--- src/dcache_pkg.sv ---
package dcache_pkg;

    // address layout is tag 31..8, index 7..4, offset 3..0
    localparam int ADDR_W         = 32;
    localparam int WORD_W         = 32;
    localparam int LINE_BYTES     = 16;
    localparam int WORDS_PER_LINE = 4;
    localparam int OFFSET_W       = 4;
    localparam int INDEX_W        = 4;
    localparam int TAG_W          = ADDR_W - INDEX_W - OFFSET_W;
    localparam int NSET           = 16;
    localparam int NWAY           = 2;

    // victim selection
    localparam int LFSR_W = 16;
    localparam logic [LFSR_W-1:0] LFSR_SEED = 16'hace1;

    typedef logic [ADDR_W-1:0]           addr_t;
    typedef logic [WORD_W-1:0]           word_t;
    typedef logic [WORD_W/8-1:0]         strb_t;
    typedef logic [LINE_BYTES*8-1:0]     line_t;
    typedef logic [TAG_W-1:0]            tag_t;
    typedef logic [INDEX_W-1:0]          index_t;
    typedef logic [TAG_W+INDEX_W-1:0]    line_addr_t;
    typedef logic                        way_t;

endpackage

--- src/dcache_line_merge.sv ---
module dcache_line_merge (
    input  dcache_pkg::line_t                 line_i,
    input  logic [dcache_pkg::OFFSET_W-1:0]   offset_i,
    input  dcache_pkg::strb_t                 wstrb_i,
    input  dcache_pkg::word_t                 wdata_i,
    output dcache_pkg::line_t                 line_o,
    output dcache_pkg::word_t                 word_o
);
    import dcache_pkg::*;

    logic [OFFSET_W-3:0] word_sel;

    // byte bits of the offset do not matter for word access
    assign word_sel = offset_i[OFFSET_W-1:2];

    assign word_o = line_i[word_sel*WORD_W +: WORD_W];

    always_comb begin
        line_o = line_i;
        for (int b = 0; b < WORD_W / 8; b++) begin
            if (wstrb_i[b]) begin
                line_o[word_sel*WORD_W + b*8 +: 8] = wdata_i[b*8 +: 8];
            end
        end
    end

endmodule

--- config.mk ---
export PLATFORM = sky130hd
export DESIGN_NAME = dcache_line_merge
export DESIGN_NICKNAME = d
export VERILOG_FILES = /design/src/dcache_pkg.sv /design/src/dcache_line_merge.sv
export SDC_FILE = /design/constraint.sdc
export NUM_CORES = 1
export LEC_CHECK = 0
export ABC_CLOCK_PERIOD_IN_PS = 5150
export BUFFER_PORTS_ARGS = -buffer_cell sky130_fd_sc_hd__buf_2
export CAP_MARGIN = 30
export CORE_AREA = 2 2 128 130
export DETAILED_ROUTE_END_ITERATION = 8
export DIE_AREA = 0 0 130 132
export PLACE_DENSITY_LB_ADDON = 0.05
export SLEW_MARGIN = 0
export SYNTH_ARGS = -nofsm -noshare
export SYNTH_HDL_FRONTEND = slang
export SYNTH_SLANG_ARGS = --single-unit
--- constraint.sdc ---
create_clock -name vclk -period 5.15
set_clock_uncertainty 0.05 [all_clocks]
set_input_delay 0.2575 -clock vclk [all_inputs]
set_output_delay 0.2575 -clock vclk [all_outputs]
set_load 0.05 [all_outputs]
==> run_results.csv, run 1 <==
group,metric,value,unit
status,status,"completed",
die,core-area,0.0157,mm^2
placed_design,gp_congestion,0.796,
placed_design,port_buffers,326,
die,die_width,130,um
timing,drv_slew,0,
global_route,overflow,0,
power,power,784,uW
setup_path,worstSetupStartpointType,"input port",
final_layout,fillCellCount,1773,
worst_hold_path,hp-start,"line_i[50]",
final_layout,antenna_cells,0,
flow_run,max_cap_viol_count,0,
routing,via_per_inst,5.66,
synth,syn_inst,397,
placed_design,place_inst,881,
power,switching_share,71.4,%
routing,wl,19300,um
timing,fmax,306,MHz
timing,slew_headroom,36.7,%
power,power.switching,559,uW
synth,yosysWarnings,0,
routing,vias,4987,
final_layout,nets,841,
timing,min_period,3270,ps
synth,synth_cell_types,34,
final_layout,final_core_util,33.1,%
die,die_area,0.0172,mm^2
synth,yosysTopAreaCell,"a32o_1",
die,die_y,132,um
setup_path,crit_required,4840,ps
routing,postRouteAntennaNets,0,
die,num_io_pins,328,
synth,ys_seq_area_share,0,%
placed_design,dp_hpwl,14000,um
setup_path,end_kind,"output pin",
synth,yosys-top-cells-count,"a32o_1, inv_1, a21bo_2",
setup_path,startpoint,"offset_i[3]",
synth,syn_nets,571,
die,row_count,46,
placed_design,pre_cts_slack,1810,ps
final_layout,drive_gt1_share,57.9,%
final_layout,n_sequential_cell,0,
timing,setup_violations,0,
routing,drtIter0Drc,359,
power,seq_power_share,0,%
final_layout,clkbuf_count,0,
clocking,cts_resized,0,
final_layout,stdcell_area,0.00520,mm^2
die,start_util,22.8,%
routing,routedWlPerCell,21.9,um
timing,fin_crit_sh,63.5,%
final_layout,stdcell_count,881,
worst_hold_path,holdCritPathClass,"in2out",
final_layout,regArea,0,um^2
setup_path,path_max_fanout,35,
synth,syn-cell-area,0.00358,mm^2
final_layout,multiInputGateArea,0.00311,mm^2
power,power_leakage,2.53,nW
global_route,grt_usage,20.5,%
synth,yosysMostFrequentCell,"a32o_1",
global_route,grt_start_max_net_pins,80,
power,intPower,224,uW
final_layout,syn_to_final_growth,45.2,%
global_route,antenna_found_initial,0,
placed_design,placed_area,0.00520,mm^2
synth,synth_top_cell_area_share,17.6,%
global_route,grt_pass1_wl,28700,um
worst_hold_path,hold_end,"line_o[50]",
setup_path,crit_type,"in2out",
power,power_density,151,mW/mm^2
timing,worst_slack,1880,ps
clocking,postCtsSetupRepairBufs,0,
clocking,cts_hold_buf,0,
timing,worst_slew_pin_slew,950,ps
synth,avgSynthCellArea,9.03,um^2
timing,hold_viol,0,
worst_hold_path,min_delay_path_depth,4,
power,pwr-share-clk,0,%
power,vdd_drop_max,0.0588,mV
routing,drc_errors,0,
timing,hold_ws,874,ps
global_route,grt_pass1_vias,5004,
synth,synth_area_leaders,"a32o_1, mux4_1, a21bo_2",
power,p_comb_share,100.0,%
setup_path,arrival,2960,ps
timing,setup-tns-final,0,ps
timing,rsz0062_at_grt,"no",
routing,drt_pass1_iterations,5,
## power groups by stage
| stage | combinational, mW | clock (mW) | sequential (mW) |
|---|---|---|---|
| floorplan | 0.566 | 0 | 0 |
| global route | 0.823 | 0 | 0 |
| finish | 0.784 | 0 | 0 |
| global placement | 0.786 | 0 | 0 |
| detailed placement | 0.786 | 0 | 0 |
| CTS | 0.788 | 0 | 0 |
## cell type report
| cell class | instances | area share [%] |
|---|---|---|
| inverter | 34 | 2.45 |
| multi-input combinational | 297 | 59.7 |
| tap | 216 | 5.19 |
| timing repair buffer | 334 | 32.6 |
## cells in the final DEF (no fill, tap or decap), types with 2 or more instances in the layout
| cell | instances |
|---|---|
| nand4_1 | 8 |
| nand4b_1 | 16 |
| and4b_1 | 24 |
| a32o_1 | 63 |
| nand2_1 | 10 |
| o2bb2ai_1 | 16 |
| and2_1 | 2 |
| nand2b_1 | 4 |
| inv_1 | 34 |
| a21bo_2 | 32 |
| mux4_2 | 13 |
| ha_1 | 5 |
| mux4_1 | 19 |
| o32ai_1 | 16 |
| buf_2 | 324 |
| buf_4 | 10 |
| o31ai_1 | 16 |
| nand3_1 | 25 |
| o41ai_1 | 15 |
## critical path, stage by stage
cell and delay (ps):
buf_4 250, inv_1 160, ha_1 530, buf_4 370
nand2b_1 520, o41ai_1 500, buf_2 340
## how the worst max path moves through the flow
stage,end,slack (ps),cells after the start
floorplan,line_o[15],1900,9
global placement,line_o[14],1800,7
detailed placement,line_o[9],1810,7
CTS,line_o[14],1800,7
global route,line_o[8],1690,7
finish,line_o[14],1880,7
## logic make-up after synthesis
family / share of synthesized area (%)
buffers and inverters: 13.7
AOI/OAI and AO/OA: 41.8
adders and majority gates: 2.09
and+or+nand+nor: 20.0
muxes: 22.4
## layer usage
metal	share of wire (%)	track usage, %	wire length [um]
met5	0	0	0
met1	42	26.7	8010
met2	50	37.1	9690
met3	7.5	2.64	1460
met4	0.65	1.85	125
(Power assumes the default switching activity.)
==> inputs of run 2 (changes only) <==
- ABC_CLOCK_PERIOD_IN_PS: 5150 -> 3100
- clock period: 5.15 -> 3.1 ns (I/O delays scaled with it)
==> run_results.csv, run 2 (same netlist as run 1, synthesis figures left out) <==
group,metric,value,unit
placed_design,gp_congestion,0.815,
die,die_area,0.0172,mm^2
setup_path,worstSetupStartpointType,"input port",
routing,routedWlPerCell,21.6,um
status,status,"completed",
timing,setup_violations,0,
timing,worst_slack,505,ps
timing,worst_slew_pin_slew,864,ps
timing,slew_headroom,42.4,%
timing,fin_crit_sh,83.7,%
final_layout,mostFrequentLayoutCells,"buf_2, a32o_1, inv_1, a21bo_2, nand3_1",
final_layout,clkbuf_count,0,
routing,drtIter0Drc,255,
final_layout,n_sequential_cell,0,
final_layout,nets,848,
routing,via_per_inst,5.67,
final_layout,final_core_util,33.5,%
clocking,cts_resized,0,
timing,setup-tns-final,0,ps
timing,rsz0062_at_grt,"no",
final_layout,drive_gt1_share,58.3,%
final_layout,antenna_cells,0,
placed_design,dp_hpwl,14100,um
setup_path,crit_type,"in2out",
timing,drv_slew,0,
routing,wl_met3,1510,um
power,power_density,249,mW/mm^2
worst_hold_path,holdCritPathClass,"in2out",
final_layout,fillCellCount,1735,
routing,drt_pass1_iterations,5,
final_layout,layout_commonest_cell,"buf_2",
power,power_leakage,2.57,nW
worst_hold_path,hp-start,"line_i[16]",
routing,route.met2.wl,9620,um
die,die_width,130,um
placed_design,place_inst,888,
global_route,grt_start_max_net_pins,61,
global_route,grt_pass1_wl,28300,um
power,power,1.31,mW
final_layout,syn_to_final_growth,47.1,%
setup_path,arrival,2390,ps
routing,topRoutingLayerUsed,"met4",
worst_hold_path,min_delay_path_depth,4,
global_route,grt_pass1_vias,4931,
global_route,grt_usage,20.2,%
routing,drc_errors,0,
final_layout,stdcell_count,888,
global_route,overflow,0,
timing,hold_viol,0,
clocking,postCtsSetupRepairBufs,0,
die,row_count,46,
routing,wl,19200,um
die,die_y,132,um
worst_hold_path,hold_end,"line_o[16]",
placed_design,pre_cts_slack,463,ps
setup_path,end_kind,"output pin",
setup_path,path_max_fanout,27,
placed_design,port_buffers,326,
clocking,cts_hold_buf,0,
final_layout,regArea,0,um^2
die,core-area,0.0157,mm^2
die,num_io_pins,328,
die,start_util,22.8,%
power,vdd_drop_max,0.0915,mV
timing,min_period,2600,ps
flow_run,max_cap_viol_count,0,
routing,postRouteAntennaNets,0,
routing,routedLengthMet1,7840,um
timing,fmax,385,MHz
routing,vias,5037,
global_route,antenna_found_initial,0,
setup_path,crit_required,2890,ps
==> run 2: report_power, final <==
| part | switching [mW] | internal (mW) |
|---|---|---|
| sequential | 0 | 0 |
| combinational | 0.931 | 0.380 |
| clock | 0 | 0 |
| total | 0.931 | 0.380 |
==> run 2: cell type report <==
| class | instances | area (um^2) | area share (%) |
|---|---|---|---|
| Inverter | 34 | 128 | 2.42 |
| Multi-Input combinational cell | 297 | 3110 | 59.0 |
| Tap cell | 216 | 270 | 5.13 |
| Timing Repair Buffer | 341 | 1760 | 33.5 |
==> run 2: routing by layer <==
layer  GRT usage (%)  up-vias
li1                -     2287
met1            26.0     2443
met2            37.0      291
met3            2.52       16
met4            2.33        0
met5               0        -
==> run 2: per-stage QoR <==
step,area [um^2],hold slack (ps)
floorplan,3580,531
global placement,5270,671
detailed placement,5270,670
CTS,5270,673
global route,5270,684
finish,5270,667
==> run 2: worst max-delay path, cell delays in order <==
cell and delay (ps):
buf_4 220, inv_1 140, ha_1 170, buf_4 270, nand2b_1 510, o41ai_1 690, buf_12 220
==> run 2: how the worst max path moves through the flow <==
stage                           start         end  slack (ps)  depth (start not counted)
after detailed placement  offset_i[3]  line_o[26]         460                          7
final                     offset_i[3]  line_o[26]         500                          7
after CTS                 offset_i[3]  line_o[26]         430                          7
after global placement    offset_i[3]  line_o[26]         550                          7
after global routing      offset_i[3]  line_o[26]         300                          7
after floorplan           offset_i[2]  line_o[15]          50                          9
