==> src/dcache_pkg.sv <==
package dcache_pkg;

    // address layout is tag 31..8, index 7..4, offset 3..0
    localparam int ADDR_W         = 32;
    localparam int WORD_W         = 32;
    localparam int LINE_BYTES     = 16;
    localparam int WORDS_PER_LINE = 4;
    localparam int OFFSET_W       = 4;
    localparam int INDEX_W        = 4;
    localparam int TAG_W          = ADDR_W - INDEX_W - OFFSET_W;
    localparam int NSET           = 16;
    localparam int NWAY           = 2;

    // victim selection
    localparam int LFSR_W = 16;
    localparam logic [LFSR_W-1:0] LFSR_SEED = 16'hace1;

    typedef logic [ADDR_W-1:0]           addr_t;
    typedef logic [WORD_W-1:0]           word_t;
    typedef logic [WORD_W/8-1:0]         strb_t;
    typedef logic [LINE_BYTES*8-1:0]     line_t;
    typedef logic [TAG_W-1:0]            tag_t;
    typedef logic [INDEX_W-1:0]          index_t;
    typedef logic [TAG_W+INDEX_W-1:0]    line_addr_t;
    typedef logic                        way_t;

endpackage

==> src/dcache_way_ram.sv <==
module dcache_way_ram #(
    parameter type entry_t = dcache_pkg::line_t
) (
    input  logic               clk,
    input  dcache_pkg::index_t addr_i,
    input  logic               we_i,
    input  entry_t             wdata_i,
    output entry_t             rdata_o
);
    import dcache_pkg::*;

    entry_t mem [NSET];

    // read returns the old entry when written in the same cycle
    always_ff @(posedge clk) begin
        if (we_i) begin
            mem[addr_i] <= wdata_i;
        end
        rdata_o <= mem[addr_i];
    end

endmodule

==> config.mk <==
export PLATFORM = sky130hd
export DESIGN_NAME = dcache_way_ram
export DESIGN_NICKNAME = d
export VERILOG_FILES = /design/src/dcache_pkg.sv /design/src/dcache_way_ram.sv
export SDC_FILE = /design/constraint.sdc
export NUM_CORES = 2
export LEC_CHECK = 0
export BUFFER_PORTS_ARGS = -buffer_cell sky130_fd_sc_hd__buf_4
export CELL_PAD_IN_SITES_DETAIL_PLACEMENT = 2
export CELL_PAD_IN_SITES_GLOBAL_PLACEMENT = 2
export CORE_MARGIN = 3
export CORE_UTILIZATION = 54
export DETAILED_ROUTE_END_ITERATION = 8
export GPL_ROUTABILITY_DRIVEN = 0
export GPL_TIMING_DRIVEN = 1
export PLACE_DENSITY = 0.9
export SLEW_MARGIN = 15
export SYNTH_ARGS = -nofsm -noshare
export SYNTH_HDL_FRONTEND = slang
export SYNTH_SLANG_ARGS = --single-unit
export TNS_END_PERCENT = 10
==> constraint.sdc <==
create_clock -name clk -period 30.2 [get_ports clk]
set_clock_uncertainty 0.2 [all_clocks]
set_input_delay 6.04 -clock clk [delete_from_list [all_inputs] [get_ports clk]]
set_output_delay 6.04 -clock clk [all_outputs]
set_load 0.005 [all_outputs]
==> results of run 1 <==
==> through the flow <==
stage                   hold slack [ns]  worst slack [ns]
after floorplan                  0.4349             13.97
after global placement           0.4432             19.33
==> cell usage after synthesis, types with 2 or more instances <==
master                     number  area share (%)
sky130_fd_sc_hd__edfxtp_1    2048              78
sky130_fd_sc_hd__mux4_2       492              14
sky130_fd_sc_hd__a22oi_1      256             2.4
sky130_fd_sc_hd__nand2_1      129            0.61
sky130_fd_sc_hd__dfxtp_1      128             3.2
sky130_fd_sc_hd__clkbuf_1      66            0.31
sky130_fd_sc_hd__buf_1         40            0.19
sky130_fd_sc_hd__buf_4         36            0.34
sky130_fd_sc_hd__mux4_1        20            0.66
sky130_fd_sc_hd__buf_6         15            0.21
sky130_fd_sc_hd__buf_2         14           0.089
sky130_fd_sc_hd__nor2_1        13           0.062
sky130_fd_sc_hd__nor3_1         4           0.025
sky130_fd_sc_hd__nand2b_1       2           0.016
sky130_fd_sc_hd__nand3b_1       2           0.019
sky130_fd_sc_hd__nor2b_1        2           0.016
==> cell families after synthesis <==
group           after synthesis  share of synthesized area (%)
compound gates              256                          2.429
buf+inv                     172                          1.165
flops                      2176                          80.96
mux                         512                          14.67
simple gates                155                         0.7748
==> out/results.txt, run 1 <==
Share of synthesized registers carrying an async set or reset: 0%. For this run, the register share of the synthesized area comes to 80.96%. In the synthesized netlist the dominant register cell turns out to be sky130_fd_sc_hd__edfxtp_1. The count of buffers added on input and output ports is 261.

The die outline width is 388.8 um, and the warning count from the yosys run is 0. Summed over all nets, the half-perimeter wirelength after detailed placement is 153300 um. Mean instance size in the synthesized netlist: 24.19 um^2. The first error in the log reads "[ERROR DPL-0033] detailed placement checks failed during check placement". The stage where the run came to a stop is 3_5_place_dp.

Once the floorplan was initialized, standard cells occupied 54.75% of the core. During I/O placement, the number of pins put on the boundary was 262. The synthesized design contains 2048 enable-type register cells.

Synthesis produced a netlist with a net count of 3405. The synthesized netlist contains 20 unique library cells. The run stopped with a tool error. The mapped netlist covers 79120 um^2.

The vertical extent of the die was 388.8 um. Synthesis inferred 2176 register bits. The gate count after technology mapping was 3271.

The tools report the number of cell rows as 139.
==> run 2, diff against run 1 <==
--- a/config.mk
+++ b/config.mk
@@ -6,14 +6,12 @@
 export NUM_CORES = 2
 export LEC_CHECK = 0
 export BUFFER_PORTS_ARGS = -buffer_cell sky130_fd_sc_hd__buf_4
-export CELL_PAD_IN_SITES_DETAIL_PLACEMENT = 2
-export CELL_PAD_IN_SITES_GLOBAL_PLACEMENT = 2
 export CORE_MARGIN = 3
-export CORE_UTILIZATION = 54
+export CORE_UTILIZATION = 40
 export DETAILED_ROUTE_END_ITERATION = 8
 export GPL_ROUTABILITY_DRIVEN = 0
 export GPL_TIMING_DRIVEN = 1
-export PLACE_DENSITY = 0.9
+export PLACE_DENSITY_LB_ADDON = 0.15
 export SLEW_MARGIN = 15
 export SYNTH_ARGS = -nofsm -noshare
 export SYNTH_HDL_FRONTEND = slang
==> out/results.txt, run 2 <==
Among all flip-flop cells after synthesis, the most frequent one is sky130_fd_sc_hd__edfxtp_1. The clock period could shrink to 10.45 ns. The clock latency reported for the late side of the worst-skew pair was 0.85 ns. In the post-synthesis netlist, the cell with the most instances is sky130_fd_sc_hd__edfxtp_1. Entering global routing, the biggest net connects 130 pins. The number of pins exceeding their max-slew limit in the final report was 0. The total vias in the final route was 35370; the number of fill cells was 16170. The via count of the first global-routing pass was 37910.

The number of H-tree branching levels was 4; the final routed DRC violation total was 0. The sequential share of the synthesized area was 80.96%. The flip-flop count of the largest register after layout is 2048.

The tools report the final setup violation count as 0. The count of nets left with antenna violations after detail routing came out at 0. Setup repair after global routing left no endpoint under its margin. The port buffer count is 261, and the number of ports placed on the die boundary is 262.

The most frequent standard cell in the layout excluding fill and tap cells was sky130_fd_sc_hd__edfxtp_1. In the routed layout, each cell is associated on average with a via count of 5.438. The largest driver fanout on the critical path was 90; the total routed wirelength was 189600 um. The number of different library cells used by synthesis comes to 20. STA classifies the critical path endpoint as a register.

The power density over the cells is 70.84 nW/um^2. TritonCTS built the clock tree. The portion of synthesized cell area occupied by the leading cell type was 77.72%; the total leakage power was 29.46 nW. The first detailed-routing pass ran for 5 iterations. The number of buffers on the longest clock path was 3.

Global routing used 18.74% of the available tracks across all layers. Clock-pin slew was measured on the worst setup and hold paths at 0.06 ns. Synthesis handed over a netlist of 3271 instances.

TritonCTS created 225 clock buffers. From synthesis to final layout, the design area changed by 16.17%. The core region is 195800 um^2. First-pass GRT wire length: 275300 um.

The final critical path takes up 34.59% of the cycle. Ranked by total cell area, the synthesized netlist is headed by sky130_fd_sc_hd__edfxtp_1, sky130_fd_sc_hd__mux4_2, sky130_fd_sc_hd__dfxtp_1, sky130_fd_sc_hd__a22oi_1, sky130_fd_sc_hd__mux4_1. The worst-case IR drop observed on VDD is 57.65 uV. Once detailed placement completed, the half-perimeter wirelength came to 94980 um. Category of the critical setup timing path: in2reg. Yosys mapped a number of flops with a built-in enable equal to 2048. Across the run, the number of max-cap violations was 0. The largest registers in the layout are mem: 2048 flops, rdata_o: 128 flops.

For the final-report hold violation count, the log shows 0. The global route total overflow is 0. Mean instance size in the synthesized netlist: 24.19 um^2. The tools report the worst max-slew margin expressed relative to the limit as 28.89%.

The count of routing violations after the opening detailed-route iteration was 3069. In the synthesized netlist, the cells that appear most often are sky130_fd_sc_hd__edfxtp_1, sky130_fd_sc_hd__mux4_2, sky130_fd_sc_hd__a22oi_1, sky130_fd_sc_hd__nand2_1, sky130_fd_sc_hd__dfxtp_1. The number of nets in the synthesized netlist is 3405. For the number of hold buffers added after CTS, the log shows 0. The number of buffers added for setup after CTS is 0. For this run, the top clock speed supported by timing is 0.09573 GHz. In the layout the commonest cells are sky130_fd_sc_hd__edfxtp_1, sky130_fd_sc_hd__mux4_2, sky130_fd_sc_hd__buf_4, sky130_fd_sc_hd__a22oi_1, sky130_fd_sc_hd__clkbuf_16.

The slew at the pin closest to its max-slew limit works out to 1.064 ns. The flow ran to the end, and the final reports show no timing, DRC or antenna violations. In this run the worst hold path is classified as reg2reg. The share of layout cells above drive strength 1 was 31.14%; the count of nets after finishing was 3802. The worst setup path is launched from a primary input.

In the final timing run, aggregate negative setup slack is 0 ns. The largest register by flop count is mem. Once the floorplan was initialized, standard cells occupied 40.41% of the core. During synthesis, Yosys emitted a total of 0 warnings. After synthesis the cells add up to 79120 um^2. The run gives 2176 as the number of clock sinks seen by CTS. The die covers 203200 um^2. The die outline width is 450.8 um, and the number of antenna violations at the first check in global routing is 18. The register bit count reported by yosys was 2176; the number of cell rows was 162. The design draws 6.511 mW. Dividing the detail-routed wire length by the instance count gives 29.15 um. Across the whole layout, storage elements account for 64060 um^2. For the worst setup path, the data required time is 30.71 ns.

After synthesis, the share of flip-flops with an asynchronous set or reset is 0%. The run gives 10.96 ns as the data arrival time of the critical path. The vertical extent of the die is 450.8 um. sky130_fd_sc_hd__edfxtp_1 takes more of the synthesized area than any other cell. The setup check on the worst reg-to-reg path leaves a slack of 28.51 ns. In the final layout, the multi-input gates occupy 14280 um^2. The library cell used as clock root buffer is sky130_fd_sc_hd__clkbuf_16. The run gives 0 as the number of gates given a new drive strength after cts.
## run 2: cell counts after synthesis
Identical to the previous run, type by type.
## run 2: worst max-delay path: stages
cell	delay (ns)
sky130_fd_sc_hd__buf_8	0.31
sky130_fd_sc_hd__buf_4	0.66
sky130_fd_sc_hd__buf_12	0.61
sky130_fd_sc_hd__buf_4	0.75
sky130_fd_sc_hd__buf_4	0.70
sky130_fd_sc_hd__buf_4	0.75
sky130_fd_sc_hd__mux4_1	0.64
sky130_fd_sc_hd__a22oi_1	0.19
sky130_fd_sc_hd__nand2_1	0.09
## run 2: final timing paths
kind / end / depth (start not counted) / start
hold reg to reg: rdata_o[15] / 3 / mem[15][15]
hold / removal: rdata_o[15] / 3 / mem[15][15]
setup reg to reg: rdata_o[68] / 3 / mem[3][68]
setup / recovery: rdata_o[20] / 9 / addr_i[0]
## run 2: cells by family after synthesis
logic type	count (synthesis)	synth area share (%)
buf+inv	172	1.165
simple gates	155	0.7748
flops	2176	80.96
mux	512	14.67
compound gates	256	2.429
## run 2: area by class of cell
type	instances	area share (%)
antenna	10	0.02722
multi-input combinational	923	15.53
sequential	2176	69.69
clock buffer	333	7.127
timing repair buffer	342	2.878
clock inverter	96	1.171
tap	2624	3.572
## run 2: through the flow
| stage | worst slack [ns] | instances | hold slack (ns) | utilization, % | area (um^2) |
|---|---|---|---|---|---|
| finish | 19.75 | 6504 | 0.4522 | 46.94 | 91920 |
| global route | 19.13 | 6501 | 0.4825 | 46.94 | 91910 |
| CTS | 19.52 | 6494 | 0.4546 | 46.93 | 91890 |
| detailed placement | 18.60 | 6065 | 0.4517 | 43.04 | 84270 |
| global placement | 18.63 | 6065 | 0.4509 | 43.04 | 84270 |
| floorplan | 13.97 | 3271 | 0.4349 | - | 79120 |
## run 2: metal layers
metal	share of wire, %	GRT usage (%)	up-vias
met4	2.4	5.438	8
met2	51	31.71	795
met3	4.3	3.063	263
met5	0.027	0	-
met1	42	25.12	19410
li1	-	-	14890
## run 2: power by group
group | switching (mW) | internal [mW] | leakage [nW] | total [mW]
combinational | 0.172 | 0.129 | 6.14 | 0.302
clock | 1.14 | 1.67 | 3.74 | 2.81
sequential | 0.0254 | 3.38 | 19.6 | 3.40
No activity file was read; power rests on OpenSTA's default activity.
