`src/dcache_pkg.sv`:
```
package dcache_pkg;

    // address layout is tag 31..8, index 7..4, offset 3..0
    localparam int ADDR_W         = 32;
    localparam int WORD_W         = 32;
    localparam int LINE_BYTES     = 16;
    localparam int WORDS_PER_LINE = 4;
    localparam int OFFSET_W       = 4;
    localparam int INDEX_W        = 4;
    localparam int TAG_W          = ADDR_W - INDEX_W - OFFSET_W;
    localparam int NSET           = 16;
    localparam int NWAY           = 2;

    // victim selection
    localparam int LFSR_W = 16;
    localparam logic [LFSR_W-1:0] LFSR_SEED = 16'hace1;

    typedef logic [ADDR_W-1:0]           addr_t;
    typedef logic [WORD_W-1:0]           word_t;
    typedef logic [WORD_W/8-1:0]         strb_t;
    typedef logic [LINE_BYTES*8-1:0]     line_t;
    typedef logic [TAG_W-1:0]            tag_t;
    typedef logic [INDEX_W-1:0]          index_t;
    typedef logic [TAG_W+INDEX_W-1:0]    line_addr_t;
    typedef logic                        way_t;

endpackage

```
`src/dcache_victim_lfsr.sv`:
```
module dcache_victim_lfsr (
    input  logic             clk,
    input  logic             rst,
    output dcache_pkg::way_t way_o
);
    import dcache_pkg::*;

    logic [LFSR_W-1:0] lfsr_q;
    logic              feedback;

    // taps 16,15,13,4 give the maximal period
    assign feedback = lfsr_q[15] ^ lfsr_q[14] ^ lfsr_q[12] ^ lfsr_q[3];

    always_ff @(posedge clk) begin
        if (rst) begin
            lfsr_q <= LFSR_SEED;
        end else begin
            lfsr_q <= {lfsr_q[LFSR_W-2:0], feedback};
        end
    end

    assign way_o = lfsr_q[0];

endmodule

```
`config.mk`:
```
export PLATFORM = sky130hd
export DESIGN_NAME = dcache_victim_lfsr
export DESIGN_NICKNAME = d
export VERILOG_FILES = /design/src/dcache_pkg.sv /design/src/dcache_victim_lfsr.sv
export SDC_FILE = /design/constraint.sdc
export NUM_CORES = 1
export LEC_CHECK = 0
export BUFFER_PORTS_ARGS = -buffer_cell sky130_fd_sc_hd__buf_4
export CAP_MARGIN = 10
export CORE_AREA = 2 2 39 41
export CTS_CLUSTER_SIZE = 16
export DETAILED_ROUTE_END_ITERATION = 16
export DIE_AREA = 0 0 41 43
export GPL_ROUTABILITY_DRIVEN = 0
export HOLD_SLACK_MARGIN = 0.1
export SYNTH_ARGS = -nofsm -noshare
export SYNTH_HDL_FRONTEND = slang
export SYNTH_SLANG_ARGS = --single-unit
```
`constraint.sdc`:
```
create_clock -name clk -period 1.3 [get_ports clk]
set_input_delay 0.195 -clock clk [delete_from_list [all_inputs] [get_ports clk]]
set_output_delay 0.195 -clock clk [all_outputs]
set_load 0.05 [all_outputs]
```
==> results of run 1 <==
## per-layer routing
metal,global-route usage,vias to the layer above,wire (um)
met2,0.116,8,280
met1,0.118,117,291
li1,-,120,-
met3,0.0471,0,29
met4,0.0600,0,0
met5,0,-,0
## per-stage QoR
step / std cells / util / instance area (um2) / total power, mW
after floorplan: 36 / - / 458 / 0.598
after global placement: 53 / 0.348 / 482 / 0.612
after detailed placement: 53 / 0.348 / 482 / 0.618
after CTS: 57 / 0.374 / 518 / 0.933
after global routing: 57 / 0.374 / 518 / 0.966
final: 57 / 0.374 / 518 / 0.915
## report_power, final
| part | leakage [nW] | switching, mW | internal (mW) |
|---|---|---|---|
| registers | 0.133 | 0.0121 | 0.525 |
| logic | 0.0561 | 0.0375 | 0.0312 |
| clock network | 0.0210 | 0.139 | 0.170 |
## worst max path at each step
| stage | startpoint | end | slack, ns | cells past startpoint |
|---|---|---|---|---|
| final | lfsr_q[0] | way_o | 0.29 | 1 |
| after global routing | lfsr_q[0] | way_o | 0.25 | 1 |
| after CTS | lfsr_q[0] | way_o | 0.27 | 1 |
| after detailed placement | lfsr_q[14] | lfsr_q[0] | 0.45 | 3 |
| after global placement | lfsr_q[3] | lfsr_q[0] | 0.47 | 3 |
| after floorplan | lfsr_q[0] | lfsr_q[1] | 0.46 | 1 |
## logic make-up after synthesis
kind of cell,after synthesis
flip-flops,16
AND/OR/NAND/NOR,16
buffers and inverters,1
XOR/XNOR,3
## synthesized netlist by cell type
master	count	share of area
nand2b_1	1	0.014
xor2_1	2	0.038
xnor2_1	1	0.019
dfxtp_1	16	0.70
or2_1	7	0.096
buf_6	1	0.025
nor2b_1	8	0.11
## layout make-up
class / count / area share
flip-flops and latches: 16 / 0.618
multi-input cells: 19 / 0.244
clock buffers: 4 / 0.0700
well taps: 16 / 0.0386
repair buffers: 2 / 0.0290
==> metrics.yaml, run 1 <==
drive_gt1_frac: 0.146
synth_compound_area_frac: 0
top_register: "lfsr_q"
fp-row-count: 14
max_stage_delay_ns: 0.34
die_w_um: 41
dp_slack_ns: 0.446
crit_buf_inv: 1
crit_chain: "buf_4"
slew_headroom: 0.885
root_buffer: "clkbuf_4"
p_leak_nw: 0.211
critPathKind: "register to output pin"
worstHoldStart: "rst"
synth_xor_area_frac: 0.0574
dp_hpwl_um: 385
cp-start-kind: "register"
dieArea_um2: 1760
powerDensity_nw_per_um2: 1770
reg2reg_depth: 3
totalWireLength_um: 600
io_buffers: 2
period_share: 0.777
cp_slowest_cell: "dfxtp_1"
mostFrequentLayoutCells: "16 x dfxtp_1, 8 x nor2b_1, 7 x or2_1, 3 x clkbuf_4"
ys_seq_elements: 16
grt.total_usage: 0.0917
dr_total_vias: 245
synth_top_family_by_area: "simple AND/OR/NAND/NOR gates"
largest_register_ffs: 16
syn_avg_cell_area_um2: 12.7
crit_family: "flip-flops"
cts_setup_buffers: 0
routedWlPerCell_um: 10.5
critPathArrivalTime_ns: 0.81
yosys.area_share.adder: 0
grt_overflow: 0
diodes: 0
status: "complete, no violations"
grt_pass1_wl_um: 1010
final_nets: 44
ctsHoldBuffers: 0
worstHoldPathCells: 2
finalSetupViolCount: 0
timing.setup.tns_ns: 0
finalWorstSetupSlack_ns: 0.290
holdWs_ns: 0.189
end_kind: "output pin"
drt_first_pass_iters: 4
cts.clk_slew.worst_paths_ns: 0.08
postSynthCellCount: 36
slew_violations: 0
cts_resized: 0
grt_pass1_vias: 234
multi_input_area_um2: 126
synthSimpleGateAreaFrac: 0.219
clock_path_buffers: 2
rr_startpoint: "lfsr_q[14]"
ir_drop_uv: 630
synth_cell_type_count: 7
drv_cap: 0
synthMuxAreaShare: 0
r2r-end: "lfsr_q[0]"
reg_top3: "lfsr_q: 16 flops"
synth_nets: 38
fillers: 138
final_common_cell: "dfxtp_1"
antenna_found_initial: 0
cts_tree: "yes"
fp.coreArea_um2: 1380
insertion_delay_ns: 0.27
hold_violations: 0
drt-initial-drc-count: 6
period_needed_ns: 1.01
fmax_mhz: 990
seq_area_um2: 320
areaGrowthSynthToFinish_pct: 13.1
io_pins: 3
synth.cell_area_um2: 458
htree_levels: 1
antenna_left: 0
crit_fanout: 2
tightestPinTransition_ns: 0.171
hold_class: "primary input to register"
rsz0062_at_grt: "no"
via_per_inst: 4.30
crit_required_ns: 1.11
yosysSeqAreaShare: 0.699
drc: 0
grt_start_max_net_pins: 17
start_util: 0.331
cts_buffers: 3
fp.dieH_um: 43
r2r_slack_ns: 0.44
cts_sinks: 16
hold_end: "lfsr_q[9]"
fin_skew_ns: 0.000702
ys_warn_count: 0
Note: power is estimated with default switching activity, not from simulation.
==> run 2, diff against run 1 <==
- clock period: 1.3 -> 1 ns (I/O delays scaled with it)
==> metrics.yaml, run 2 (synthesis results as in run 1) <==
fp.coreArea_um2: 1380  # unchanged
drt-initial-drc-count: 5  # -1
critPathKind: "register to output pin"
crit_buf_inv: 1  # unchanged
totalWireLength_um: 631  # +5.2%
hold_class: "primary input to register"
grt_start_max_net_pins: 17  # unchanged
ctsHoldBuffers: 0  # unchanged
period_share: 0.942
start_util: 0.331  # unchanged
critPathArrivalTime_ns: 0.79  # -0.02 ns
die_w_um: 41  # unchanged
dp_hpwl_um: 415  # +7.7%
grt_pass1_vias: 233  # -0.43%
end_kind: "output pin"
fp.dieH_um: 43  # unchanged
power_switching_mw: 0.257  # +36%
finalSetupViolCount: 0  # unchanged
largest_register_ffs: 16  # unchanged
dr_total_vias: 225  # -8.2%
io_pins: 3  # unchanged
fp-row-count: 14  # unchanged
p_int_mw: 0.948  # +31%
max_stage_delay_ns: 0.35  # about the same
switching_share: 0.213  # +0.00703
cts_tree: "yes"
antenna_found_initial: 0  # unchanged
rr_startpoint: "lfsr_q[3]"
via_per_inst: 3.95  # -8.2%
tightestPinTransition_ns: 0.176  # +0.00483 ns
p_leak_nw: 0.212  # +0.72%
reg_top3: "lfsr_q: 16 flops"
dieArea_um2: 1760  # unchanged
crit_fanout: 2  # unchanged
timing.setup.tns_ns: 0  # unchanged
crit_chain: "buf_6"
areaGrowthSynthToFinish_pct: 13.9
total_power_mw: 1.20  # +32%
hold_violations: 0  # unchanged
rsz0062_at_grt: "no"
grt.total_usage: 0.0943  # +0.00258
clockPowerShare: 0.344  # +0.006
insertion_delay_ns: 0.28  # about the same
pwr-share-seq: 0.579  # -0.008
final_nets: 44  # unchanged
path_depth: 1  # unchanged
crit_required_ns: 0.85  # -0.26 ns
drc: 0  # unchanged
worstHoldPathCells: 2  # unchanged
hold_end: "lfsr_q[14]"
cts_sinks: 16  # unchanged
drive_gt1_frac: 0.146  # unchanged
htree_levels: 1  # unchanged
period_needed_ns: 0.942
antenna_left: 0  # unchanged
final_common_cell: "dfxtp_1"
clock_path_buffers: 2  # unchanged
io_buffers: 2  # unchanged
drt_first_pass_iters: 3  # -1
slew_violations: 0  # unchanged
drv_cap: 0  # unchanged
root_buffer: "clkbuf_4"
cp_slowest_cell: "dfxtp_1"
r2r-end: "lfsr_q[0]"
cts.clk_slew.worst_paths_ns: 0.09  # about the same
fin_skew_ns: 0.00579  # +0.00509 ns
cp-start-kind: "register"
routedWlPerCell_um: 11.1  # +5.2%
crit_family: "flip-flops"
cts_buffers: 3  # unchanged
diodes: 0  # unchanged
fmax_mhz: 1060
top_register: "lfsr_q"
p_comb_frac: 0.077  # +0.002
ir_drop_uv: 1070  # +70%
worstHoldStart: "rst"
status: "complete, no violations"
grt_overflow: 0  # unchanged
powerDensity_nw_per_um2: 2310  # +31%
mostFrequentLayoutCells: "16 x dfxtp_1, 8 x nor2b_1, 7 x or2_1, 3 x clkbuf_4, 2 x xor2_1"
grt_pass1_wl_um: 979  # -2.8%
slew_headroom: 0.882  # -0.00323
r2r_slack_ns: 0.14  # -0.30 ns
reg2reg_depth: 3  # unchanged
==> run 2: cell counts in the layout (fill, tap and decap cells not counted) <==
Identical to the previous run, type by type.
==> run 2: timing repair <==
action	4_1_cts	5_1_grt
resized for setup	0	1
buffers inserted	0	0
setup endpoints to repair	0	1
==> run 2: how the worst max path moves through the flow <==
stage / startpoint / endpoint
after floorplan: lfsr_q[0] / lfsr_q[1]
after global placement: lfsr_q[14] / lfsr_q[0]
after detailed placement: lfsr_q[3] / lfsr_q[0]
after CTS: lfsr_q[0] / way_o
after global routing: lfsr_q[0] / way_o
final: lfsr_q[0] / way_o
==> run 2: through the flow <==
step,hold slack [ns],instance area (um2),std cells,setup WS (ns),util
3_3_place_gp,0.393,482,53,0.188,0.348
2_1_floorplan,0.222,458,36,0.162,-
4_1_cts,0.122,518,57,0.0339,0.374
5_1_grt,0.128,522,57,0.0145,0.377
6_report,0.125,522,57,0.0582,0.377
3_5_place_dp,0.393,482,53,0.150,0.348
==> run 2: power groups by stage <==
stage	registers [mW]	logic (mW)	clock network (mW)
floorplan	0.729	0.0485	0
global placement	0.710	0.0865	0
detailed placement	0.712	0.0906	0
CTS	0.698	0.0914	0.428
global route	0.703	0.101	0.454
finish	0.698	0.0930	0.414
==> run 2: layout make-up <==
cell class | instances | area, um2
multi-input combinational | 19 | 126
clock buffer | 4 | 36.3
fill | 134 | 862
tap | 16 | 20.0
sequential | 16 | 320
timing repair buffer | 2 | 18.8
==> run 2: layer usage <==
| metal | vias up | wire length (um) | GRT usage |
|---|---|---|---|
| li1 | 117 | - | - |
| met1 | 102 | 291 | 0.0997 |
| met2 | 6 | 290 | 0.131 |
| met3 | 0 | 49 | 0.0942 |
| met4 | 0 | 0 | 0.0200 |
| met5 | - | 0 | 0 |
==> run 3, diff against run 2 <==
- CELL_PAD_IN_SITES_DETAIL_PLACEMENT: unset -> 1
- CELL_PAD_IN_SITES_GLOBAL_PLACEMENT: unset -> 2
- CORE_AREA: 2 2 39 41 -> unset
- CORE_MARGIN: unset -> 2
- CORE_UTILIZATION: unset -> 35
- DIE_AREA: 0 0 41 43 -> unset
- PLACE_DENSITY_LB_ADDON: unset -> 0.1
==> metrics.yaml, run 3 (synthesis results as in run 1) <==
grt_pass1_vias: 208  # -11%
max_stage_delay_ns: 0.35  # about the same
period_needed_ns: 0.927  # -0.0143 ns
diodes: 0  # unchanged
crit_chain: "buf_6"
io_buffers: 2  # unchanged
dp_hpwl_um: 346  # -17%
root_buffer: "clkbuf_4"
routedWlPerCell_um: 9.35  # -16%
crit_family: "flip-flops"
end_kind: "output pin"
crit_buf_inv: 1  # unchanged
grt.total_usage: 0.0873  # -0.00701
critPathKind: "register to output pin"
crit_required_ns: 0.85  # about the same
via_per_inst: 3.98  # +0.87%
cts_buffers: 3  # unchanged
drc: 0  # unchanged
cts_resized: 0  # unchanged
fp.dieH_um: 40.2  # -6.6%
htree_levels: 1  # unchanged
total_power_mw: 1.10  # -9.0%
slew_violations: 0  # unchanged
period_share: 0.927  # -0.0143
antenna_left: 0  # unchanged
cp_slowest_cell: "dfxtp_1"
grt_overflow: 0  # unchanged
crit_fanout: 2  # unchanged
finalSetupViolCount: 0  # unchanged
powerDensity_nw_per_um2: 2160  # -6.3%
drt_first_pass_iters: 1  # -2
totalWireLength_um: 514  # -19%
startpoint: "lfsr_q[0]"
timing.setup.tns_ns: 0  # unchanged
fp-row-count: 13  # -1
fillers: 134  # unchanged
cp-start-kind: "register"
mostFrequentLayoutCells: "16 x dfxtp_1, 8 x nor2b_1, 7 x or2_1, 3 x clkbuf_4, 2 x xor2_1"
areaGrowthSynthToFinish_pct: 10.7
slew_headroom: 0.887  # +0.00446
cts_setup_buffers: 0  # unchanged
fp.coreArea_um2: 1250  # -9.5%
final_common_cell: "dfxtp_1"
antenna_found_initial: 0  # unchanged
rr_startpoint: "lfsr_q[12]"
grt_pass1_wl_um: 848  # -13%
ir_drop_uv: 769  # -28%
start_util: 0.366  # +0.0347
io_pins: 3  # unchanged
hold_class: "primary input to register"
rsz0062_at_grt: "no"
grt_start_max_net_pins: 17  # unchanged
drt-initial-drc-count: 0  # -5
cts.clk_slew.worst_paths_ns: 0.08  # about the same
dr_total_vias: 219  # -2.7%
top_register: "lfsr_q"
ctsHoldBuffers: 0  # unchanged
final_nets: 44  # unchanged
worstHoldStart: "rst"
insertion_delay_ns: 0.27  # about the same
dieArea_um2: 1610  # -8.5%
critPathArrivalTime_ns: 0.78  # about the same
fin_skew_ns: 0.00364  # -0.00215 ns
status: "complete, no violations"
p_leak_nw: 0.205  # -3.4%
drv_cap: 0  # unchanged
reg_top3: "lfsr_q: 16 flops"
die_w_um: 40.2  # -2.0%
cts_tree: "yes"
largest_register_ffs: 16  # unchanged
hold_violations: 0  # unchanged
drive_gt1_frac: 0.125  # -0.0213
tightestPinTransition_ns: 0.169  # -0.00666 ns
clock_path_buffers: 2  # unchanged
cts_sinks: 16  # unchanged
fmax_mhz: 1080  # +1.5%
==> run 3: final timing paths <==
path	end	slack, ns	depth (start not counted)
max reg2reg	lfsr_q[0]	0.16	3
max	way_o	0.07	1
min	lfsr_q[9]	0.14	2
min reg2reg	lfsr_q[5]	0.41	1
==> run 3: area by class of cell <==
class,count,area (um2),share of cell area
Sequential cell,16,320,0.632
Timing Repair Buffer,2,18.8,0.0370
Multi-Input combinational cell,19,126,0.249
Tap cell,15,18.8,0.0370
Clock buffer,3,22.5,0.0444
==> run 3: through the flow <==
stage                     setup WS [ns]  utilization  std cells  hold slack, ns  instance area (um2)
after floorplan                   0.162            -         36           0.222                  458
after CTS                        0.0408        0.402         55           0.143                  503
after global routing             0.0220        0.405         55           0.150                  507
after global placement            0.178        0.384         52           0.388                  480
final                            0.0725        0.405         55           0.138                  507
after detailed placement          0.187        0.384         52           0.398                  480
==> run 3: routing by layer <==
layer / track usage / up-vias / wire length, um / share of wire
met4: 0.0750 / 0 / 0 / 0
met2: 0.109 / 1 / 236 / 0.46
li1: - / 116 / - / -
met5: 0 / - / 0 / 0
met1: 0.115 / 102 / 259 / 0.50
met3: 0.0333 / 0 / 18 / 0.035
==> run 3: power by group <==
group | internal, mW | switching, mW | total (mW)
Sequential | 0.682 | 0.0150 | 0.697
Clock | 0.139 | 0.169 | 0.308
Combinational | 0.0444 | 0.0467 | 0.0912
