--- src/dcache_pkg.sv ---
package dcache_pkg;

    // address layout is tag 31..8, index 7..4, offset 3..0
    localparam int ADDR_W         = 32;
    localparam int WORD_W         = 32;
    localparam int LINE_BYTES     = 16;
    localparam int WORDS_PER_LINE = 4;
    localparam int OFFSET_W       = 4;
    localparam int INDEX_W        = 4;
    localparam int TAG_W          = ADDR_W - INDEX_W - OFFSET_W;
    localparam int NSET           = 16;
    localparam int NWAY           = 2;

    // victim selection
    localparam int LFSR_W = 16;
    localparam logic [LFSR_W-1:0] LFSR_SEED = 16'hace1;

    typedef logic [ADDR_W-1:0]           addr_t;
    typedef logic [WORD_W-1:0]           word_t;
    typedef logic [WORD_W/8-1:0]         strb_t;
    typedef logic [LINE_BYTES*8-1:0]     line_t;
    typedef logic [TAG_W-1:0]            tag_t;
    typedef logic [INDEX_W-1:0]          index_t;
    typedef logic [TAG_W+INDEX_W-1:0]    line_addr_t;
    typedef logic                        way_t;

endpackage

--- src/dcache_ctrl.sv ---
module dcache_ctrl (
    input  logic                            clk,
    input  logic                            rst,

    // cpu side
    input  logic                            valid_i,
    input  dcache_pkg::addr_t               addr_i,
    input  dcache_pkg::strb_t               wstrb_i,
    input  dcache_pkg::word_t               wdata_i,
    output logic                            ready_o,
    output logic                            data_ok_o,

    // buffered request for the merge unit
    output logic [dcache_pkg::OFFSET_W-1:0] req_offset_o,
    output dcache_pkg::strb_t               req_wstrb_o,
    output dcache_pkg::word_t               req_wdata_o,

    // way rams
    output dcache_pkg::index_t              ram_index_o,
    input  dcache_pkg::tag_t                tag0_rdata_i,
    input  dcache_pkg::tag_t                tag1_rdata_i,
    output logic [dcache_pkg::NWAY-1:0]     tag_we_o,
    output dcache_pkg::tag_t                tag_wdata_o,
    input  dcache_pkg::line_t               data0_rdata_i,
    input  dcache_pkg::line_t               data1_rdata_i,
    output logic [dcache_pkg::NWAY-1:0]     data_we_o,
    output dcache_pkg::line_t               data_wdata_o,
    output dcache_pkg::line_t               hit_line_o,
    input  dcache_pkg::line_t               merged_line_i,
    input  dcache_pkg::way_t                victim_way_i,

    // line memory
    output logic                            mem_req_o,
    output logic                            mem_we_o,
    output dcache_pkg::line_addr_t          mem_addr_o,
    output dcache_pkg::line_t               mem_wdata_o,
    input  logic                            mem_ack_i,
    input  dcache_pkg::line_t               mem_rdata_i
);
    import dcache_pkg::*;

    typedef enum logic [2:0] {
        IDLE,
        LOOK_UP,
        WB_REQ,
        WB_DONE,
        RF_REQ,
        RF_DONE
    } state_e;

    state_e state_q;
    state_e state_d;

    addr_t req_addr_q;
    strb_t req_wstrb_q;
    word_t req_wdata_q;
    way_t  victim_q;

    logic [NWAY-1:0][NSET-1:0] valid_q;
    logic [NWAY-1:0][NSET-1:0] dirty_q;

    tag_t             req_tag;
    index_t           req_index;
    logic             is_store;
    tag_t  [NWAY-1:0] way_tag;
    line_t [NWAY-1:0] way_line;
    logic  [NWAY-1:0] way_hit;
    logic             hit;
    way_t             hit_way;
    logic             victim_dirty;

    assign req_tag   = req_addr_q[ADDR_W-1 -: TAG_W];
    assign req_index = req_addr_q[OFFSET_W +: INDEX_W];
    assign is_store  = |req_wstrb_q;

    assign way_tag[0]  = tag0_rdata_i;
    assign way_tag[1]  = tag1_rdata_i;
    assign way_line[0] = data0_rdata_i;
    assign way_line[1] = data1_rdata_i;

    always_comb begin
        way_hit = '0;
        for (int w = 0; w < NWAY; w++) begin
            way_hit[w] = valid_q[w][req_index] && (way_tag[w] == req_tag);
        end
    end

    assign hit     = |way_hit;
    assign hit_way = way_hit[1];

    // decided on the miss cycle, before victim_q is loaded
    assign victim_dirty = valid_q[victim_way_i][req_index] && dirty_q[victim_way_i][req_index];

    always_comb begin
        state_d = state_q;
        case (state_q)
            IDLE: begin
                if (valid_i) begin
                    state_d = LOOK_UP;
                end
            end
            LOOK_UP: begin
                if (hit) begin
                    state_d = IDLE;
                end else if (victim_dirty) begin
                    state_d = WB_REQ;
                end else begin
                    state_d = RF_REQ;
                end
            end
            WB_REQ: begin
                if (mem_ack_i) begin
                    state_d = WB_DONE;
                end
            end
            WB_DONE: begin
                if (!mem_ack_i) begin
                    state_d = RF_REQ;
                end
            end
            RF_REQ: begin
                if (mem_ack_i) begin
                    state_d = RF_DONE;
                end
            end
            RF_DONE: begin
                // look up again, the refilled line now hits
                if (!mem_ack_i) begin
                    state_d = LOOK_UP;
                end
            end
            default: begin
                state_d = IDLE;
            end
        endcase
    end

    always_ff @(posedge clk) begin
        if (rst) begin
            state_q <= IDLE;
        end else begin
            state_q <= state_d;
        end
    end

    always_ff @(posedge clk) begin
        if (state_q == IDLE && valid_i) begin
            req_addr_q  <= addr_i;
            req_wstrb_q <= wstrb_i;
            req_wdata_q <= wdata_i;
        end
        if (state_q == LOOK_UP && !hit) begin
            victim_q <= victim_way_i;
        end
    end

    always_ff @(posedge clk) begin
        if (rst) begin
            valid_q <= '0;
            dirty_q <= '0;
        end else begin
            if (state_q == LOOK_UP && hit && is_store) begin
                dirty_q[hit_way][req_index] <= 1'b1;
            end
            if (state_q == RF_REQ && mem_ack_i) begin
                valid_q[victim_q][req_index] <= 1'b1;
                dirty_q[victim_q][req_index] <= is_store;
            end
        end
    end

    // ram writes, and the line fed to the merge unit
    always_comb begin
        tag_we_o   = '0;
        data_we_o  = '0;
        hit_line_o = '0;
        case (state_q)
            LOOK_UP: begin
                if (hit) begin
                    hit_line_o = way_line[hit_way];
                    if (is_store) begin
                        data_we_o[hit_way] = 1'b1;
                    end
                end
            end
            RF_REQ: begin
                if (mem_ack_i) begin
                    hit_line_o          = mem_rdata_i;
                    tag_we_o[victim_q]  = 1'b1;
                    data_we_o[victim_q] = 1'b1;
                end
            end
            default: begin
                hit_line_o = '0;
            end
        endcase
    end

    assign ram_index_o  = (state_q == IDLE) ? addr_i[OFFSET_W +: INDEX_W] : req_index;
    assign tag_wdata_o  = req_tag;
    assign data_wdata_o = merged_line_i;

    assign req_offset_o = req_addr_q[OFFSET_W-1:0];
    assign req_wstrb_o  = req_wstrb_q;
    assign req_wdata_o  = req_wdata_q;

    assign ready_o   = (state_q == IDLE);
    assign data_ok_o = (state_q == LOOK_UP) && hit;

    // rams keep reading req_index, so the victim fields hold steady
    assign mem_req_o   = (state_q == WB_REQ) || (state_q == RF_REQ);
    assign mem_we_o    = (state_q == WB_REQ);
    assign mem_addr_o  = mem_we_o ? {way_tag[victim_q], req_index} : {req_tag, req_index};
    assign mem_wdata_o = way_line[victim_q];

endmodule

--- config.mk ---
export PLATFORM = sky130hd
export DESIGN_NAME = dcache_ctrl
export DESIGN_NICKNAME = d
export VERILOG_FILES = /design/src/dcache_pkg.sv /design/src/dcache_ctrl.sv
export SDC_FILE = /design/constraint.sdc
export NUM_CORES = 1
export LEC_CHECK = 0
export BUFFER_PORTS_ARGS = -buffer_cell sky130_fd_sc_hd__buf_2
export CAP_MARGIN = 40
export CORE_AREA = 4 4 428 430
export DETAILED_ROUTE_END_ITERATION = 8
export DIE_AREA = 0 0 432 434
export SLEW_MARGIN = 20
export SYNTH_ARGS = -nofsm -noshare
export SYNTH_HDL_FRONTEND = slang
export SYNTH_SLANG_ARGS = --single-unit
--- constraint.sdc ---
create_clock -name clk -period 5.43 [get_ports clk]
set_clock_uncertainty 0.15 [all_clocks]
set_input_delay 1.629 -clock clk [delete_from_list [all_inputs] [get_ports clk]]
set_output_delay 1.629 -clock clk [all_outputs]
set_load 0.01 [all_outputs]
==> metrics.txt <==
# TYPE chip_impl_metric gauge
chip_impl_metric{name="dpl-instance-area",unit="µm²"} 18300
chip_impl_metric{name="global_route_met2_utilization",unit="%"} 32.4
chip_impl_metric{name="hold_buffers",unit=""} 0
chip_impl_metric{name="antenna_left",unit=""} 0
chip_impl_metric{name="switching_fraction",unit="%"} 41.2
chip_impl_info{name="grt_busiest_layer",value="met2"} 1
chip_impl_metric{name="async_flop_share",unit="%"} 0
chip_impl_metric{name="antenna_violations_before_repair",unit=""} 173
chip_impl_info{name="timing.hold.worst.class",value="reg -> reg"} 1
chip_impl_metric{name="power_switching",unit="mW"} 1.71
chip_impl_metric{name="tritoncts_num_sinks",unit=""} 136
chip_impl_metric{name="grt_max_degree",unit=""} 92
chip_impl_metric{name="sequentialPowerShare",unit="%"} 29.4
chip_impl_metric{name="cp_slowest_stage_delay",unit="ns"} 0.31
chip_impl_metric{name="htree_levels",unit=""} 4
chip_impl_metric{name="grt_first_pass_wirelength",unit="mm"} 201
chip_impl_metric{name="grt_use_total",unit="%"} 17.8
chip_impl_metric{name="critPathArrivalTime",unit="ns"} 4.23
chip_impl_metric{name="clk_latency",unit="ns"} 0.48
chip_impl_info{name="status",value="finished with violations"} 1
chip_impl_metric{name="first_global_vias",unit=""} 13300
chip_impl_metric{name="die-height",unit="µm"} 434
chip_impl_metric{name="worst-slew-pin-transition",unit="ns"} 0.805
chip_impl_metric{name="core_area",unit="µm²"} 180000
chip_impl_metric{name="grt.met3_usage",unit="%"} 7.60
chip_impl_metric{name="finish.cell_count_without_fillers",unit=""} 4411
chip_impl_metric{name="synth-seq-area-share",unit="%"} 29.6
chip_impl_metric{name="area_delta_synth_final",unit="%"} 75.8
chip_impl_metric{name="finalPower",unit="mW"} 4.16
chip_impl_metric{name="post-place-cells",unit=""} 4292
chip_impl_metric{name="fin_setup_tns",unit="ns"} -62.55
chip_impl_metric{name="netlist_instances",unit=""} 1192
chip_impl_metric{name="numCtsBuffers",unit=""} 17
chip_impl_metric{name="postSynthAreaPerCell",unit="µm²"} 9.67
chip_impl_metric{name="post-synth-top-area-fraction",unit="%"} 18.0
chip_impl_metric{name="detailroute.via_count",unit=""} 14700
chip_impl_metric{name="worst_slew_margin_rel",unit="%"} 46.4
chip_impl_metric{name="hpwl",unit="mm"} 158
chip_impl_metric{name="internal_power",unit="mW"} 2.45
chip_impl_metric{name="syn_nets",unit=""} 1825
chip_impl_metric{name="syn-cell-area",unit="µm²"} 11500
chip_impl_metric{name="layout.nets",unit=""} 2605
chip_impl_metric{name="combPwrFrac",unit="%"} 38.8
chip_impl_metric{name="gr-usage-met1",unit="%"} 17.3
chip_impl_info{name="synth.cells.most_frequent",value="134 x sky130_fd_sc_hd__mux2_2, 130 x sky130_fd_sc_hd__a22o_1, 130 x sky130_fd_sc_hd__buf_4"} 1
chip_impl_metric{name="share_clk_of_total_power",unit="%"} 31.8
chip_impl_metric{name="peakVddDrop",unit="V"} 0.000214
chip_impl_metric{name="final_critical_path_setup_slack",unit="ns"} -0.582
chip_impl_metric{name="drv.max_cap_violation_count",unit=""} 0
chip_impl_info{name="slowest_stage",value="sky130_fd_sc_hd__nor4_2"} 1
chip_impl_metric{name="layout-drive-gt1-share",unit="%"} 59.9
chip_impl_info{name="violations",value="negative setup slack"} 1
chip_impl_info{name="timing.critical_path.from_type",value="input pin"} 1
chip_impl_metric{name="gpl.final_weighted_congestion",unit=""} 1.04
chip_impl_info{name="end_kind",value="output pin"} 1
chip_impl_metric{name="post-route-min-period",unit="ns"} 6.01
chip_impl_info{name="synth_top_cells_by_area",value="sky130_fd_sc_hd__edfxtp_1 18%, sky130_fd_sc_hd__mux2_2 13%, sky130_fd_sc_hd__dfxtp_1 12%"} 1
chip_impl_metric{name="slew_violations",unit=""} 0
chip_impl_metric{name="yosysUniqueCellTypes",unit=""} 50
chip_impl_metric{name="crit_share_post_route",unit="%"} 111
chip_impl_metric{name="fillerInstances",unit=""} 20700
chip_impl_info{name="critical_path_class",value="in -> out"} 1
chip_impl_metric{name="globalRouteOverflowTotal",unit=""} 0
chip_impl_metric{name="critPathRequiredTime",unit="ns"} 3.65
chip_impl_metric{name="post_drt_via_cell_ratio",unit=""} 3.34
chip_impl_metric{name="synth_edf_count",unit=""} 69
chip_impl_metric{name="register_area",unit="µm²"} 3410
chip_impl_info{name="post-synth-top-count-cell",value="sky130_fd_sc_hd__mux2_2"} 1
chip_impl_metric{name="initial_core_util",unit="%"} 6.42
chip_impl_metric{name="power_leakage",unit="nW"} 9.64
chip_impl_metric{name="report.final.hold_viol_count",unit=""} 0
chip_impl_info{name="clock_tree_from_tritoncts",value="built"} 1
chip_impl_metric{name="wl_per_instance",unit="µm"} 40.1
chip_impl_metric{name="ios",unit=""} 1121
chip_impl_metric{name="portBuffers",unit=""} 864
chip_impl_metric{name="routed_wl",unit="mm"} 177
chip_impl_metric{name="whs",unit="ns"} 0.304
chip_impl_metric{name="ys_seq_elements",unit=""} 136
chip_impl_metric{name="path_clk_slew",unit="ns"} 0.07
chip_impl_info{name="grt_setup_unrepaired",value="true"} 1
chip_impl_metric{name="synthesis.yosys.warnings",unit=""} 0
chip_impl_metric{name="finish.instance_area",unit="µm²"} 20300
chip_impl_metric{name="drtIter0Drc",unit=""} 1391
chip_impl_metric{name="cts_max_path_buffers",unit=""} 2
chip_impl_metric{name="firstDrtPassIters",unit=""} 5
chip_impl_metric{name="design.die.area",unit="µm²"} 187000
chip_impl_metric{name="placementRows",unit=""} 156
chip_impl_metric{name="die_w",unit="µm"} 432
chip_impl_metric{name="power_density",unit="nW/µm²"} 205
chip_impl_metric{name="final-setup-viol-count",unit=""} 131
chip_impl_metric{name="post-route-drc-count",unit=""} 0
chip_impl_metric{name="maximum_clock_rate",unit="MHz"} 166
chip_impl_info{name="crit_chain",value="buf_8, xor2_4, nor4_2, buf_4, nand4_1, buf_6, nor3_4, nor3_4, buf_12, buf_16, buf_16, buf_12, a21o_1, buf_2"} 1
chip_impl_metric{name="crit_fanout",unit=""} 7
chip_impl_info{name="root_buffer",value="sky130_fd_sc_hd__clkbuf_16"} 1
chip_impl_info{name="yosys.area.top_type",value="sky130_fd_sc_hd__edfxtp_1"} 1
chip_impl_info{name="ys_dominant_reg_cell",value="sky130_fd_sc_hd__edfxtp_1"} 1
chip_impl_metric{name="multiInputGateArea",unit="µm²"} 6810
[cells by family (layout without fill, tap and decap cells)]
kind of cell | count (synthesis) | after routing | share of synthesized area (%)
XOR/XNOR | 48 | 48 | 3.65
AO/OA/AOI/OAI | 402 | 402 | 26.2
buffers and inverters | 233 | 1026 | 13.4
AND/OR/NAND/NOR | 177 | 177 | 7.14
multiplexers | 196 | 196 | 20.0
flip-flops | 136 | 136 | 29.6
other | 0 | 56 | 0
[metrics by stage]
step | setup slack, ns | util (%)
after floorplan | 0.419 | -
final | -0.582 | 11.3
after global placement | -0.846 | 10.1
after detailed placement | -0.846 | 10.2
after CTS | -0.553 | 10.9
after global routing | -0.669 | 11.3
[per-layer routing]
layer	vias to the layer above	routed length, µm
met5	-	328
met4	20	10200
met3	430	19700
met2	1184	90800
met1	7131	55800
li1	5969	-
[worst max-delay path, delay by kind of cell]
kind,cells,cell delay [ns]
AND/OR/NAND/NOR,4,0.85
AO/OA/AOI/OAI,1,0.22
buffers and inverters,8,1.30
XOR/XNOR,1,0.20
[state kept, by name, indices dropped and copies added, names as in the netlist]
| name | count |
|---|---|
| victim_q | 1 |
| req_wdata_o | 32 |
| state_q | 3 |
| dirty_q | 32 |
| valid_q | 32 |
| req_addr_q | 32 |
| req_wstrb_o | 4 |
[worst paths after layout]
check	start	depth (start not counted)	slack, ns	endpoint
setup reg to reg	req_addr_q[9]$_DFFE_PP_	11	1.97	dirty_q[26]$_SDFF_PP0_
setup / recovery	tag1_rdata_i[14]	14	-0.58	hit_line_o[114]
hold reg to reg	dirty_q[29]$_SDFF_PP0_	2	0.30	dirty_q[29]$_SDFF_PP0_
hold / removal	dirty_q[29]$_SDFF_PP0_	2	0.30	dirty_q[29]$_SDFF_PP0_
[repair_timing]
item,4_1_cts,5_1_grt
setup buffers,11,9
gates cloned,9,7
resized for setup,55,80
pin swaps,16,69
setup endpoints to repair,131,131
[cell usage in the layout, fill, tap and decap left out, types with 56 or more instances in the layout]
cell type                    n
sky130_fd_sc_hd__buf_2     814
sky130_fd_sc_hd__a22o_1    126
sky130_fd_sc_hd__a21o_1    121
sky130_fd_sc_hd__mux2_2    134
sky130_fd_sc_hd__diode_2    56
sky130_fd_sc_hd__dfxtp_1    67
sky130_fd_sc_hd__buf_4      61
sky130_fd_sc_hd__a21oi_1    91
sky130_fd_sc_hd__buf_6      58
sky130_fd_sc_hd__edfxtp_1   69
sky130_fd_sc_hd__nor2_1     80
[final cells by class]
type	instances	area share, %
inverter	11	0.204
tap	2370	14.6
sequential	136	16.8
timing repair buffer	983	31.0
multi-input combinational	823	33.6
antenna	56	0.691
clock buffer	21	2.48
clock inverter	11	0.599
[power groups by stage]
stage	Sequential (mW)	Clock, mW	Combinational, mW
after detailed placement	1.24	0	1.60
after floorplan	1.24	0	0.616
after global placement	1.25	0	1.59
after CTS	1.22	1.39	1.62
after global routing	1.23	1.42	1.68
final	1.22	1.32	1.62
(Power assumes the default switching activity.)
